**config.mk**
```make
export PLATFORM = sky130hd
export DESIGN_NAME = fetch_unit
export DESIGN_NICKNAME = d
export VERILOG_FILES = /design/src/hw/rv32i_fetch_pkg.sv /design/src/hw/fetch_bus_if.sv /design/src/hw/fetch_unit.sv /design/src/hw/fetch_queue.sv /design/src/hw/resp_filter.sv /design/src/hw/pc_gen.sv
export SDC_FILE = /design/constraint.sdc
export NUM_CORES = 1
export LEC_CHECK = 0
export BUFFER_PORTS_ARGS = -buffer_cell sky130_fd_sc_hd__buf_2
export CAP_MARGIN = 40
export CORE_MARGIN = 5
export CORE_UTILIZATION = 55
export DETAILED_ROUTE_END_ITERATION = 7
export GPL_TIMING_DRIVEN = 0
export PLACE_DENSITY = 0.76
export SLEW_MARGIN = 20
export SYNTH_ARGS = -nofsm -noshare
export SYNTH_HDL_FRONTEND = slang
export SYNTH_SLANG_ARGS = --single-unit
```
**constraint.sdc**
```tcl
create_clock -name clk -period 7.36 [get_ports clk]
set_input_delay 1.104 -clock clk [delete_from_list [all_inputs] [get_ports clk]]
set_output_delay 1.104 -clock clk [all_outputs]
set_load 0.05 [all_outputs]
```
**src/hw/rv32i_fetch_pkg.sv**
```systemverilog
`default_nettype none

package rv32i_fetch_pkg;

    // basic rv32i word, used for both addresses and instructions
    typedef logic [31:0] word_t;

    // one queue slot, pc on top, raw instruction below
    typedef struct packed {
        word_t pc;     // fetch address of this instruction
        word_t instr;  // instruction bits as returned by memory
    } fetch_entry_t;

    // default queue depth, power of two
    localparam int FQ_DEPTH_DEF = 16;

    // where fetch starts out of reset
    localparam word_t RESET_PC_DEF = 32'h0000_1000;

    // byte step between sequential fetches
    localparam word_t PC_STEP = 32'd4;

    // counts must reach FQ_DEPTH_DEF itself, not just depth-1
    localparam int FETCH_CNT_W = $clog2(FQ_DEPTH_DEF + 1);

    // occupancy and outstanding-request counts
    typedef logic [FETCH_CNT_W-1:0] fetch_cnt_t;

    // 0x10 -> 5 bits, enough for 0..16
    // a deeper queue needs FQ_DEPTH_DEF raised with it

endpackage : rv32i_fetch_pkg

`default_nettype wire
```
**src/hw/fetch_bus_if.sv**
```systemverilog
`timescale 1ns/1ps
`default_nettype none

interface fetch_bus_if
    import rv32i_fetch_pkg::*;
();

    logic         redirect;     // one-cycle strobe, any redirect source
    word_t        redirect_pc;  // winning target
    logic         issue;        // read accepted by memory this cycle
    logic         ret;          // current-path response, returns one credit
    logic         push;         // filtered response goes into the queue
    fetch_entry_t push_entry;   // {raddr, rdata}
    fetch_cnt_t   count;        // entries held in the queue
    logic         pop;          // entry leaves the queue this cycle

    // pc generator
    modport gen (
        output redirect, redirect_pc, issue,
        input  ret, count, pop
    );

    // response filter
    modport filt (
        input  redirect, redirect_pc, issue,
        output ret, push, push_entry
    );

    // fetch queue
    modport queue (
        input  redirect, push, push_entry,
        output count, pop
    );

endinterface : fetch_bus_if

`default_nettype wire

```
**src/hw/fetch_unit.sv**
```systemverilog
`timescale 1ns/1ps
`default_nettype none

module fetch_unit
    import rv32i_fetch_pkg::*;
#(
    parameter int    FQ_DEPTH = FQ_DEPTH_DEF,
    parameter word_t RESET_PC = RESET_PC_DEF
) (
    input  wire logic        clk,
    input  wire logic        rst,
    // redirects
    input  wire logic        flush,
    input  wire logic [31:0] missed_pc,
    input  wire logic        jalr_done,
    input  wire logic [31:0] jalr_pc,
    input  wire logic        jump_en,
    input  wire logic [31:0] pc_jump,
    // instruction memory
    input  wire logic        imem_stall,
    input  wire logic        imem_resp,
    input  wire logic [31:0] imem_raddr,
    input  wire logic [31:0] imem_rdata,
    output logic             imem_read,
    output logic [31:0]      imem_addr,
    // decode side
    input  wire logic        request_new_instr,
    output logic [63:0]      instruction,   // {pc, instr}
    output logic             instr_valid
);

    fetch_bus_if  bus0 ();     // gen / filt / queue handshake
    word_t        pc;          // current fetch address
    fetch_entry_t head_entry;  // queue head, flattened below

    assign imem_addr   = pc;
    assign instruction = head_entry;

    pc_gen #(
        .FQ_DEPTH (FQ_DEPTH),
        .RESET_PC (RESET_PC)
    ) u_pc_gen (
        .clk        (clk),
        .rst        (rst),
        .flush      (flush),
        .missed_pc  (missed_pc),
        .jalr_done  (jalr_done),
        .jalr_pc    (jalr_pc),
        .jump_en    (jump_en),
        .pc_jump    (pc_jump),
        .imem_stall (imem_stall),
        .imem_read  (imem_read),
        .pc         (pc),
        .bus        (bus0.gen)
    );

    resp_filter #(
        .RESET_PC (RESET_PC)   // must agree with pc_gen start
    ) u_resp_filter (
        .clk        (clk),
        .rst        (rst),
        .imem_resp  (imem_resp),
        .imem_raddr (imem_raddr),
        .imem_rdata (imem_rdata),
        .bus        (bus0.filt)
    );

    fetch_queue #(
        .FQ_DEPTH (FQ_DEPTH)
    ) u_fetch_queue (
        .clk               (clk),
        .rst               (rst),
        .request_new_instr (request_new_instr),
        .instr_valid       (instr_valid),
        .instruction       (head_entry),
        .bus               (bus0.queue)
    );

endmodule : fetch_unit

`default_nettype wire

```
**src/hw/fetch_queue.sv**
```systemverilog
`timescale 1ns/1ps
`default_nettype none

module fetch_queue
    import rv32i_fetch_pkg::*;
#(
    parameter int FQ_DEPTH = FQ_DEPTH_DEF
) (
    input  wire logic    clk,
    input  wire logic    rst,
    input  wire logic    request_new_instr, // decode wants the head
    output logic         instr_valid,
    output fetch_entry_t instruction,
    fetch_bus_if.queue   bus
);

    localparam int PTR_W = $clog2(FQ_DEPTH); // depth is a power of two, ptrs wrap

    fetch_entry_t     mem [FQ_DEPTH];     // slot storage
    fetch_entry_t     head_q;             // registered copy of the oldest entry
    logic [PTR_W-1:0] rd_ptr_q;
    logic [PTR_W-1:0] wr_ptr_q;
    logic [PTR_W-1:0] rd_nxt;             // read pointer after this edge
    fetch_cnt_t       count_q;

    assign instr_valid = (count_q != '0);
    assign instruction = head_q;
    assign bus.count   = count_q;
    assign bus.pop     = request_new_instr && instr_valid;

    assign rd_nxt = rd_ptr_q + PTR_W'(bus.pop);

    // storage write
    always_ff @(posedge clk) begin
        if (bus.push) begin
            mem[wr_ptr_q] <= bus.push_entry;
        end
    end

    // head register
    // bypass when the push lands exactly where the head will sit
    always_ff @(posedge clk) begin
        if (bus.push && (wr_ptr_q == rd_nxt)) begin
            head_q <= bus.push_entry;   // queue empty after this edge's pop
        end else begin
            head_q <= mem[rd_nxt];
        end
    end

    // pointers and occupancy
    always_ff @(posedge clk) begin
        if (rst || bus.redirect) begin
            rd_ptr_q <= '0;             // drop the whole old path
            wr_ptr_q <= '0;
            count_q  <= '0;
        end else begin
            rd_ptr_q <= rd_nxt;
            if (bus.push) begin
                wr_ptr_q <= wr_ptr_q + 1'b1;
            end
            case ({bus.push, bus.pop})
                2'b10:   count_q <= count_q + 1'b1;
                2'b01:   count_q <= count_q - 1'b1;
                default: count_q <= count_q;
            endcase
        end
    end

    // pc_gen reserves a slot per read, so a full queue sees no push
    a_no_push_full: assert property (
        @(posedge clk) disable iff (rst)
        bus.push |-> (int'(count_q) < FQ_DEPTH)
    );

    // occupancy stays within the array
    a_count_in_range: assert property (
        @(posedge clk) disable iff (rst)
        int'(count_q) <= FQ_DEPTH
    );

endmodule : fetch_queue

`default_nettype wire

```
**src/hw/resp_filter.sv**
```systemverilog
`timescale 1ns/1ps
`default_nettype none

module resp_filter
    import rv32i_fetch_pkg::*;
#(
    parameter word_t RESET_PC = RESET_PC_DEF
) (
    input  wire logic  clk,
    input  wire logic  rst,
    input  wire logic  imem_resp,
    input  wire word_t imem_raddr,
    input  wire word_t imem_rdata,
    fetch_bus_if.filt  bus
);

    // extra bit since old reads from several redirects can pile up
    localparam int SKIP_W = $bits(fetch_cnt_t) + 1;

    word_t             expect_q;   // address the next useful response must carry
    logic [SKIP_W-1:0] inflight_q; // every read still inside memory, any path
    logic [SKIP_W-1:0] stale_q;    // responses still owed to an abandoned path
    logic              live;       // response belongs to the current path

    // memory answers in order, so the first stale_q responses are old path
    assign live = imem_resp && !bus.redirect && (stale_q == '0);

    assign bus.ret        = live;                             // credit back to pc_gen
    assign bus.push       = live && (imem_raddr == expect_q); // repeats drop out here
    assign bus.push_entry = {imem_raddr, imem_rdata};

    // expected address
    always_ff @(posedge clk) begin
        if (rst) begin
            expect_q <= RESET_PC;
        end else if (bus.redirect) begin
            expect_q <= bus.redirect_pc;
        end else if (bus.push) begin
            expect_q <= expect_q + PC_STEP;
        end
    end

    // total reads in memory
    always_ff @(posedge clk) begin
        if (rst) begin
            inflight_q <= '0;
        end else begin
            inflight_q <= inflight_q + SKIP_W'(bus.issue) - SKIP_W'(imem_resp);
        end
    end

    // stale responses to swallow
    always_ff @(posedge clk) begin
        if (rst) begin
            stale_q <= '0;
        end else if (bus.redirect) begin
            stale_q <= inflight_q - SKIP_W'(imem_resp); // everything in flight is old now
        end else if (imem_resp && (stale_q != '0)) begin
            stale_q <= stale_q - 1'b1;
        end
    end

    // memory never answers a read nobody issued
    a_resp_was_issued: assert property (
        @(posedge clk) disable iff (rst)
        imem_resp |-> (inflight_q != '0)
    );

endmodule : resp_filter

`default_nettype wire

```
**src/hw/pc_gen.sv**
```systemverilog
`timescale 1ns/1ps
`default_nettype none

module pc_gen
    import rv32i_fetch_pkg::*;
#(
    parameter int    FQ_DEPTH = FQ_DEPTH_DEF,
    parameter word_t RESET_PC = RESET_PC_DEF
) (
    input  wire logic  clk,
    input  wire logic  rst,
    input  wire logic  flush,      // mispredict / exception recovery
    input  wire word_t missed_pc,
    input  wire logic  jalr_done,  // jalr resolved in the backend
    input  wire word_t jalr_pc,
    input  wire logic  jump_en,    // jal from decode
    input  wire word_t pc_jump,
    input  wire logic  imem_stall,
    output logic       imem_read,
    output word_t      pc,
    fetch_bus_if.gen   bus
);

    logic                        started_q; // low until first edge out of reset
    fetch_cnt_t                  out_q;     // reads in flight on the current path
    logic [$bits(fetch_cnt_t):0] budget;    // outstanding + queued, one extra bit
    logic                        room;      // space reserved for one more read

    // redirect source select
    // flush beats jalr, jalr beats jump
    always_comb begin
        bus.redirect = flush | jalr_done | jump_en;
        if (flush) begin
            bus.redirect_pc = missed_pc;
        end else if (jalr_done) begin
            bus.redirect_pc = jalr_pc;
        end else begin
            bus.redirect_pc = pc_jump;
        end
    end

    assign budget = out_q + bus.count;

    // a pop this edge frees one slot, so it may be spent right away
    assign room = int'(budget) < (FQ_DEPTH + int'(bus.pop));

    assign imem_read = started_q && !bus.redirect && room; // no reads while steering
    assign bus.issue = imem_read && !imem_stall;           // memory took it

    // pc register
    always_ff @(posedge clk) begin
        if (rst) begin
            pc        <= RESET_PC;
            started_q <= 1'b0;
        end else begin
            started_q <= 1'b1;
            if (bus.redirect) begin
                pc <= bus.redirect_pc;     // new path
            end else if (bus.issue) begin
                pc <= pc + PC_STEP;        // next sequential word
            end
            // stall or full budget -> hold
        end
    end

    // outstanding credits
    // old-path reads are forgotten here, the filter swallows their responses
    always_ff @(posedge clk) begin
        if (rst || bus.redirect) begin
            out_q <= '0;
        end else begin
            case ({bus.issue, bus.ret})
                2'b10:   out_q <= out_q + 1'b1;
                2'b01:   out_q <= out_q - 1'b1;
                default: out_q <= out_q;   // none, or one in and one out
            endcase
        end
    end

    // a credit only comes back for a read this module handed out
    a_out_no_underflow: assert property (
        @(posedge clk) disable iff (rst)
        bus.ret |-> (out_q != '0)
    );

    // reserved reads never exceed what the queue can take
    a_out_in_range: assert property (
        @(posedge clk) disable iff (rst)
        int'(out_q) <= FQ_DEPTH
    );

endmodule : pc_gen

`default_nettype wire

```
# Word-level counts from Yosys, hierarchy flattened
# Memories as Yosys holds them, arrays and structs flattened. A register that Yosys moved wholly into a read port is not among the register bits.
# Cells that the tools add are included.
# Widths: inputs -> output; s select.
[totals] ram_bits=1024 n_memories=1 word_cells=64 reg_bits=95
[classes] muxes=13 bitwise=2 order_cmp=1 n_eq_ne=5 addsub=14 reduce_logical=19
[mem_list] name="u_fetch_queue.mem" words=16 word_bits=64 rd=1 rd_ports_with_merged_regs=1 wr=1 line_no="fetch_queue.sv:19" text="fetch_entry_t mem [FQ_DEPTH];"
[op_table] operator="$mux 32" n=6
[op_table] operator="$add 32x3->32 const B" n=2
[op_table] operator="$eq 32x32->1" n=1
[op_table] operator="$lt 7x32->1" n=1
[op_table] operator="$pmux 5 s2" n=2
[op_table] operator="$mux 6" n=2
[op_table] operator="$sub 6x1->6" n=2
[op_table] operator="$add 5x1->5 const B" n=2
[op_table] operator="$reduce_bool 2->1" n=5
[op_table] operator="$sub 5x1->5 const B" n=2
[op_table] operator="$logic_and 1x1->1" n=8
[op_table] operator="$add 5x1->6 const A" n=1
[op_table] operator="$add 5x5->6" n=1
[op_table] operator="$add 6x1->6" n=1
[op_table] operator="$logic_not 6->1" n=1
[op_table] operator="$reduce_bool 6->1" n=1
[op_table] operator="$sub 6x1->6 const B" n=1
[op_table] operator="$reduce_bool 5->1" n=1
[op_table] operator="$add 4x1->4" n=1
[op_table] operator="$add 4x1->4 const B" n=1
[op_table] operator="$eq 2x1->1 const B" n=2
[op_table] operator="$eq 2x2->1 const B" n=2
[op_table] operator="$mux 1" n=3
[op_table] operator="$logic_not 1->1" n=2
[op_table] operator="other kinds (2)" n=3

# Longest topological paths before layout
# Gate-level depths: netlist of the first run.
[logic_depth] word_depth=8 depth_mapped=17 ltp_nobuf=16

# By module
# From an unflattened synthesis of the first run, not the netlist that was laid out.
[hier_totals] hier_cells=2591 hier_area_um2=46168.0
[by_module_without_submodules] mod="fetch_queue" cells_per_inst=1674 n_inst=1 area_per_inst_um2=39151.3
[by_module_without_submodules] mod="resp_filter" cells_per_inst=501 n_inst=1 area_per_inst_um2=3911.3
[by_module_without_submodules] mod="pc_gen" cells_per_inst=416 n_inst=1 area_per_inst_um2=3105.5

# Worst setup path before layout of the first run
# Ideal clock, no wire load.
[synth_path] path_type="input-to-reg" startpoint="input jalr_done" endpoint="memory u_fetch_queue.mem[3][0] (netlist name) (enable)" cell_stages=6 arrival_ns=6.439 setup_slack_ns=0.356 n_path_buf=1 cell_sequence="clkbuf_1 -> nor3_4 -> and4_1 -> and3_1 -> nand4_1 -> nor3_1"
[synth_via] elab_chain_len=8
[synth_lines] item="start: declaration" line_no="fetch_unit.sv:15" text="input wire logic jalr_done,"
[synth_lines] item="$or 1x1->1 (2 in series)" line_no="pc_gen.sv:32" text="bus.redirect = flush | jalr_done | jump_en;"
[synth_lines] item="$logic_not 1->1" line_no="resp_filter.sv:26" text="assign live = imem_resp && !bus.redirect && (stale_q == '0);"
[synth_lines] item="$logic_and 1x1->1 (2 in series)" line_no="resp_filter.sv:26"
[synth_lines] item="$logic_and 1x1->1" line_no="resp_filter.sv:29" text="assign bus.push = live && (imem_raddr == expect_q);"
[synth_lines] item="$mux 1" line_no="fetch_queue.sv:35" text="if (bus.push) begin"
[synth_lines] item="$mux 1 (not written as such)" line_no="fetch_queue.sv:36" text="mem[wr_ptr_q] <= bus.push_entry;"
[synth_lines] item="end: declaration" line_no="fetch_queue.sv:19"
# Every way passes these cells.

==> impl_metrics.env, run 1 <==
export IMPL_end_kind="primary output"
export IMPL_ios=266
export IMPL_yosys_area_share_simple=0.03074
export IMPL_post_drt_wl_per_cell_um=31.75
export IMPL_p_leak_uw=0.01676
export IMPL_finalCritPeriodShare=0.6923
export IMPL_drtPass1Iterations=6
export IMPL_num_rows=105
export IMPL_overflow=0
export IMPL_wirelength_mm=124.0
export IMPL_htree_levels=3
export IMPL_place_area_sq_mm=0.04876
export IMPL_max_freq_mhz=196.3
export IMPL_utilization=0.6427
export IMPL_post_cts_setup_buffer_count=0
export IMPL_yosysUniqueCellTypes=61
export IMPL_startpoint_type="flop"
export IMPL_clk_path_buf_depth=3
export IMPL_vias_per_cell=6.584
export IMPL_synthXorXnorAreaFrac=0.01107
export IMPL_postCtsHoldBufs=0
export IMPL_area_growth_syn_to_layout_pct=16.46
export IMPL_ir_worst_vdd_mv=0.1900
export IMPL_dp_hpwl_mm=74.75
export IMPL_synth_edff_count=1024
export IMPL_drt_iter0_drc=3190
export IMPL_timing_rr_end="u_pc_gen.out_q[4]$_SDFFE_PP0P_"
export IMPL_ys_seq_area_frac=0.7250
export IMPL_fp_dieH_um=296.3
export IMPL_synthMuxAreaShare=0.1605
export IMPL_final_area_sq_mm=0.05252
export IMPL_die_width_um=296.3
export IMPL_yosysMostFrequentCell="edfxtp_1"
export IMPL_io_buffers=263
export IMPL_yosys_top_cells_count="edfxtp_1 (1024), mux4_2 (320), dfxtp_1 (97)"
export IMPL_slew_violations=0
export IMPL_ys_ff_latch=1121
export IMPL_netlist_area_sq_mm=0.04509
export IMPL_yosysTopAreaCell="edfxtp_1"
export IMPL_critPathTopFamily="buffers and inverters"
export IMPL_synth_area_per_cell_sq_um=19.68
export IMPL_crit_type="reg2out"
export IMPL_antenna_found_initial=13
export IMPL_reg2reg_slack_ns=3.03
export IMPL_ys_async_sr_fraction=0
export IMPL_synth_area_leaders="edfxtp_1 (68%), mux4_2 (16%), dfxtp_1 (4.3%)"
export IMPL_cp_max_fo=10
export IMPL_wl_met1_mm=44.85
export IMPL_gp_congestion=1.015
export IMPL_synth_top_family_by_area="multiplexers"
export IMPL_syn_inst=2291
export IMPL_path_cells="clkbuf_1 -> clkbuf_1 -> buf_1 -> buf_6 -> mux4_2 -> mux4_2 -> buf_2"
export IMPL_drtAntennaViolNets=0
export IMPL_p_total_uw=13200
export IMPL_relSlewSlack=0.4029
export IMPL_die_area_sq_mm=0.08782
export IMPL_min_period_ns=5.095
export IMPL_r2r_cells=16
export IMPL_cts_buffers=107
export IMPL_synthFlopType="edfxtp_1"
export IMPL_rsz0062_at_grt="false"
export IMPL_hold_slack_ns=0.4826
export IMPL_tritoncts="done"
export IMPL_layout_nets=2938
export IMPL_grt_max_degree=39
export IMPL_grt_usage=0.2820
export IMPL_grt_pass1_wl_mm=178.9
export IMPL_drt_drc_violations_left=0
export IMPL_clkSinkCount=1121
export IMPL_cpPeakStageDelay_ns=0.60
export IMPL_min_path_cells=1
export IMPL_critPathSlowestCell="clkbuf_1"
export IMPL_max_slew_worst_pin_slew_ns=0.8956
export IMPL_syn_num_nets=2495
export IMPL_clk_pin_slew_ns=0.07
export IMPL_synth_compound_area_frac=0.04592
export IMPL_post_cts_resized=0
export IMPL_status="complete, no violations"
export IMPL_r2r_start="u_fetch_queue.bus.count[0]$_SDFFE_PP0P_"
export IMPL_worstPathArrival_ns=3.99
export IMPL_start_util=0.5518
export IMPL_drv_cap=0
export IMPL_required_ns=6.26
export IMPL_coreArea_sq_mm=0.08172
export IMPL_hold_viol=0
export IMPL_setup_viol=0
export IMPL_yosysTopAreaCellShare=0.6819
export IMPL_yosys_warnings=0
export IMPL_hp_start="u_fetch_queue.rd_ptr_q[3]$_SDFF_PP0_"
export IMPL_route_met3_wl_mm=11.36
export IMPL_insertion_delay_ns=0.69
export IMPL_power_density_mw_per_mm2=251.4
export IMPL_routed_wl_met2_mm=63.83
export IMPL_top_layer_used="met5"
export IMPL_path_buf_inv=5
export IMPL_cts_root_buf="clkbuf_16"
export IMPL_hold_class="reg2reg"
export IMPL_vias=25700
export IMPL_drive_gt1_frac=0.3121
export IMPL_synth_adder_area_share=0.01065
export IMPL_skew_ns=0.02975
export IMPL_grt_pass1_vias=26570
area by class of cell:
| cell class | instances | area, sq um |
|---|---|---|
| buffer | 132 | 539.3 |
| timing repair buffer | 334 | 2386 |
| inverter | 51 | 191.4 |
| sequential | 1121 | 32690 |
| clock buffer | 128 | 2781 |
| clock inverter | 70 | 805.8 |
| tap | 1070 | 1339 |
| multi-input combinational | 987 | 11760 |
| fill | 5389 | 29200 |
| antenna | 11 | 27.53 |
cells in the final DEF (no fill, tap or decap), types with 24 or more instances in the layout:
| cell | count |
|---|---|
| a21oi_1 | 47 |
| buf_1 | 24 |
| buf_2 | 285 |
| buf_6 | 30 |
| clkbuf_1 | 101 |
| clkbuf_16 | 108 |
| dfxtp_1 | 97 |
| edfxtp_1 | 1024 |
| ha_1 | 32 |
| inv_1 | 50 |
| mux4_2 | 320 |
| nand2_1 | 60 |
| nand3_1 | 25 |
| nor2_1 | 57 |
| nor3_1 | 25 |
| o21ai_0 | 76 |
| xnor2_1 | 39 |
registers in the layout, indices dropped and copies added, names as in the netlist, named ones only:
name,cells
u_fetch_queue.bus.count,5
u_pc_gen.out_q,5
u_fetch_queue.mem,1024
u_pc_gen.started_q,1
u_resp_filter.stale_q,6
u_resp_filter.inflight_q,6
u_resp_filter.expect_q,31
u_fetch_queue.wr_ptr_q,4
u_pc_gen.pc,31
u_fetch_queue.rd_ptr_q,4
how the worst max path moves through the flow:
stage	slack, ns	start	cells after the start	to
after floorplan	0.36	jalr_done	6	u_fetch_queue.mem[3][0]$_DFFE_PP_
after global placement	-5.46	jalr_done	6	u_fetch_queue.mem[3][7]$_DFFE_PP_
after detailed placement	2.49	jalr_done	16	u_fetch_queue.bus.count[4]$_SDFFE_PP0P_
after CTS	2.08	flop	7	instruction[42]
after global routing	2.09	flop	7	instruction[10]
final	2.26	flop	7	instruction[10]
kinds of logic (layout without fill, tap and decap cells):
group                      Yosys count  after routing
AOI/OAI and AO/OA                  299            299
adders and majority gates           36             36
DFF                               1121           1121
xor gates and xnor gates            57             57
buffers and inverters              183            715
muxes                              323            323
other                                0             11
and+or+nand+nor                    272            272
stage by stage:
stage / setup TNS [ns] / worst slack (ns) / instances
2_1_floorplan: 0 / 0.3564 / 2291
3_3_place_gp: -482.55 / -5.459 / 3624
3_5_place_dp: 0 / 2.491 / 3681
4_1_cts: 0 / 2.077 / 3879
5_1_grt: 0 / 2.091 / 3898
6_report: 0 / 2.265 / 3904
per-layer routing:
layer / vias to the layer above / GRT usage
li1: 10490 / -
met1: 13290 / 0.3674
met2: 1667 / 0.4874
met3: 253 / 0.05420
met4: 8 / 0.09220
met5: - / 0
power by group:
group          switching, uW  total (uW)  internal (uW)
clock                   2430        5640           3210
sequential              52.7        7030           6980
combinational            353         532            179
total                   2830       13200          10400
Note: power is estimated with default switching activity, not from simulation.
==> run 2: changes to the inputs <==
--- a/config.mk
+++ b/config.mk
@@ -11,7 +11,7 @@
 export CORE_UTILIZATION = 55
 export DETAILED_ROUTE_END_ITERATION = 7
 export GPL_TIMING_DRIVEN = 0
-export PLACE_DENSITY = 0.76
+export PLACE_DENSITY = 0.73
 export SLEW_MARGIN = 20
 export SYNTH_ARGS = -nofsm -noshare
 export SYNTH_HDL_FRONTEND = slang
==> constraint.sdc (replaced) <==
create_clock -name clk -period 4.85 [get_ports clk]
set_input_delay 0.7275 -clock clk [delete_from_list [all_inputs] [get_ports clk]]
set_output_delay 0.7275 -clock clk [all_outputs]
set_load 0.05 [all_outputs]
==> run 2 against run 1 <==
Setup slack lost 2.0 ns. Wire length shrank 4.9%. Sequential share of layout area grew 0.11 points. Total power grew 48%. Clock-buffer cell count grew 6. Via count shrank 3.0%. First-iteration DRC count shrank 16%. Final area shrank 0.17%. Hold slack lost 0.060 ns. Flip-flop and latch count is the same. Largest power group unchanged.
==> impl_metrics.env, run 2 (synthesized netlist as in run 1, its figures left out) <==
export IMPL_finalCritPeriodShare=0.9448
export IMPL_vias=24930
export IMPL_cts_buffers=109
export IMPL_grt_pass1_vias=26030
export IMPL_multiInputGateArea_sq_mm=0.01176
export IMPL_grt_usage=0.2701
export IMPL_die_width_um=296.3
export IMPL_fin_setup_tns_ns=0
export IMPL_vias_per_cell=6.378
export IMPL_drtAntennaViolNets=0
export IMPL_hold_class="in2reg"
export IMPL_fillers=5491
export IMPL_regMostFlops="u_fetch_queue.mem"
export IMPL_utilization=0.6416
export IMPL_drtPass1Iterations=5
export IMPL_postCtsHoldBufs=0
export IMPL_grt_max_degree=35
export IMPL_drive_gt1_frac=0.3098
export IMPL_startpoint_type="flop"
export IMPL_regArea_sq_mm=0.03269
export IMPL_post_cts_setup_buffer_count=0
export IMPL_end_kind="primary output"
export IMPL_clkSinkCount=1121
export IMPL_cp_max_fo=7
export IMPL_p_leak_uw=0.01668
export IMPL_start_util=0.5518
export IMPL_num_rows=105
export IMPL_ir_worst_vdd_mv=0.2925
export IMPL_p_int_uw=15410
export IMPL_drv_cap=0
export IMPL_power_switching_uw=4197
export IMPL_clk_pin_slew_ns=0.06
export IMPL_swShare=0.2140
export IMPL_grt_pass1_wl_mm=172.1
export IMPL_worstPathArrival_ns=3.85
export IMPL_layout_commonest_cell="edfxtp_1"
export IMPL_post_drt_wl_per_cell_um=30.18
export IMPL_ios=266
export IMPL_slew_violations=0
export IMPL_layout_common_cells="edfxtp_1 (1024), mux4_2 (320), buf_2 (285), clkbuf_16 (110), clkbuf_1 (105)"
export IMPL_tritoncts="done"
export IMPL_skew_ns=0.03487
export IMPL_die_area_sq_mm=0.08782
export IMPL_hold_viol=0
export IMPL_fp_dieH_um=296.3
export IMPL_area_growth_syn_to_layout_pct=16.26
export IMPL_antenna_found_initial=13
export IMPL_largest_reg_flops=1024
export IMPL_power_density_mw_per_mm2=374.0
export IMPL_status="complete, no violations"
export IMPL_gp_congestion=0.9603
export IMPL_post_cts_resized=0
export IMPL_drt_drc_violations_left=0
export IMPL_crit_type="reg2out"
export IMPL_rsz0062_at_grt="false"
export IMPL_overflow=0
export IMPL_max_freq_mhz=218.2
export IMPL_largest_registers="u_fetch_queue.mem: 1024 flops, u_pc_gen.pc: 31 flops, u_resp_filter.expect_q: 31 flops"
export IMPL_htree_levels=3
export IMPL_insertion_delay_ns=0.68
export IMPL_dp_hpwl_mm=76.53
export IMPL_drt_iter0_drc=2672
export IMPL_coreArea_sq_mm=0.08172
export IMPL_pwr_share_seq=0.545
export IMPL_io_buffers=263
export IMPL_relSlewSlack=0.4136
export IMPL_min_period_ns=4.582
export IMPL_max_slew_worst_pin_slew_ns=0.8704
export IMPL_clk_path_buf_depth=3
export IMPL_layout_nets=2940
export IMPL_wirelength_mm=117.9
export IMPL_power_frac_clock=0.415
export IMPL_required_ns=4.12
export IMPL_setup_viol=0
export IMPL_pwr_share_comb=0.041
export IMPL_cts_root_buf="clkbuf_16"
[run 2: cell types whose count changed in the layout (fill, tap and decap cells not counted), moves of 6 or more]
cell and delta:
buf_4 -6, bufinv_16 -8, buf_12 +9, buf_6 -7, clkinv_1 +6, buf_8 +9
[run 2: through the flow]
step / setup WS [ns] / cells / area (sq um) / power [uW] / hold slack (ns)
detailed placement: 0.2370 / 3688 / 48880 / 11680 / 0.4464
floorplan: 0.1607 / 2291 / 45100 / 11310 / 0.4255
global route: 0.1294 / 3900 / 52410 / 20240 / 0.4032
CTS: 0.2160 / 3891 / 52320 / 19700 / 0.3853
finish: 0.2675 / 3908 / 52430 / 19610 / 0.4230
global placement: -3.542 / 3624 / 47760 / 11630 / 0.4498
[run 2: worst paths after layout]
kind / from / endpoint / slack (ns) / cells after the start
hold / removal: imem_rdata[6] / u_fetch_queue.mem[0][6]$_DFFE_PP_ / 0.42 / 1
hold reg to reg: u_fetch_queue.rd_ptr_q[0]$_SDFF_PP0_ / flop / 0.47 / 1
setup reg to reg: u_pc_gen.pc[1]$_SDFFE_PP0P_ / u_fetch_queue.bus.count[4]$_SDFFE_PP0P_ / 1.06 / 15
setup / recovery: flop / instruction[45] / 0.27 / 8
[run 2: power groups by stage]
stage / clock network, uW / logic [uW] / registers, uW
finish: 8130 / 801 / 10700
global route: 8690 / 876 / 10700
CTS: 8220 / 798 / 10700
detailed placement: 0 / 795 / 10900
global placement: 0 / 754 / 10900
floorplan: 0 / 381 / 10900
[run 2: routing by layer]
metal | vias up | wire, um | global-route usage | share of wire
met5 | - | 41 | 0 | 0.00035
met4 | 6 | 3505 | 0.08389 | 0.030
met3 | 217 | 9963 | 0.05264 | 0.084
met2 | 1317 | 59990 | 0.4593 | 0.51
met1 | 12890 | 44430 | 0.3609 | 0.38
li1 | 10500 | - | - | -
[run 2: cell type report]
type | count | share of cell area
Timing Repair Buffer | 334 | 0.04654
Inverter | 51 | 0.003651
Clock inverter | 69 | 0.01081
Antenna cell | 10 | 0.0004773
Tap cell | 1070 | 0.02554
Buffer | 132 | 0.01029
Clock buffer | 134 | 0.05479
Sequential cell | 1121 | 0.6236
Multi-Input combinational cell | 987 | 0.2244
[run 2: worst max-delay path, cell delays in order, from the launching register on]
cell,delay (ns)
dfxtp_1,0.41
clkbuf_1,0.18
clkbuf_1,0.33
buf_6,0.22
buf_1,0.51
buf_6,0.24
mux4_2,0.50
mux4_2,0.52
buf_2,0.24
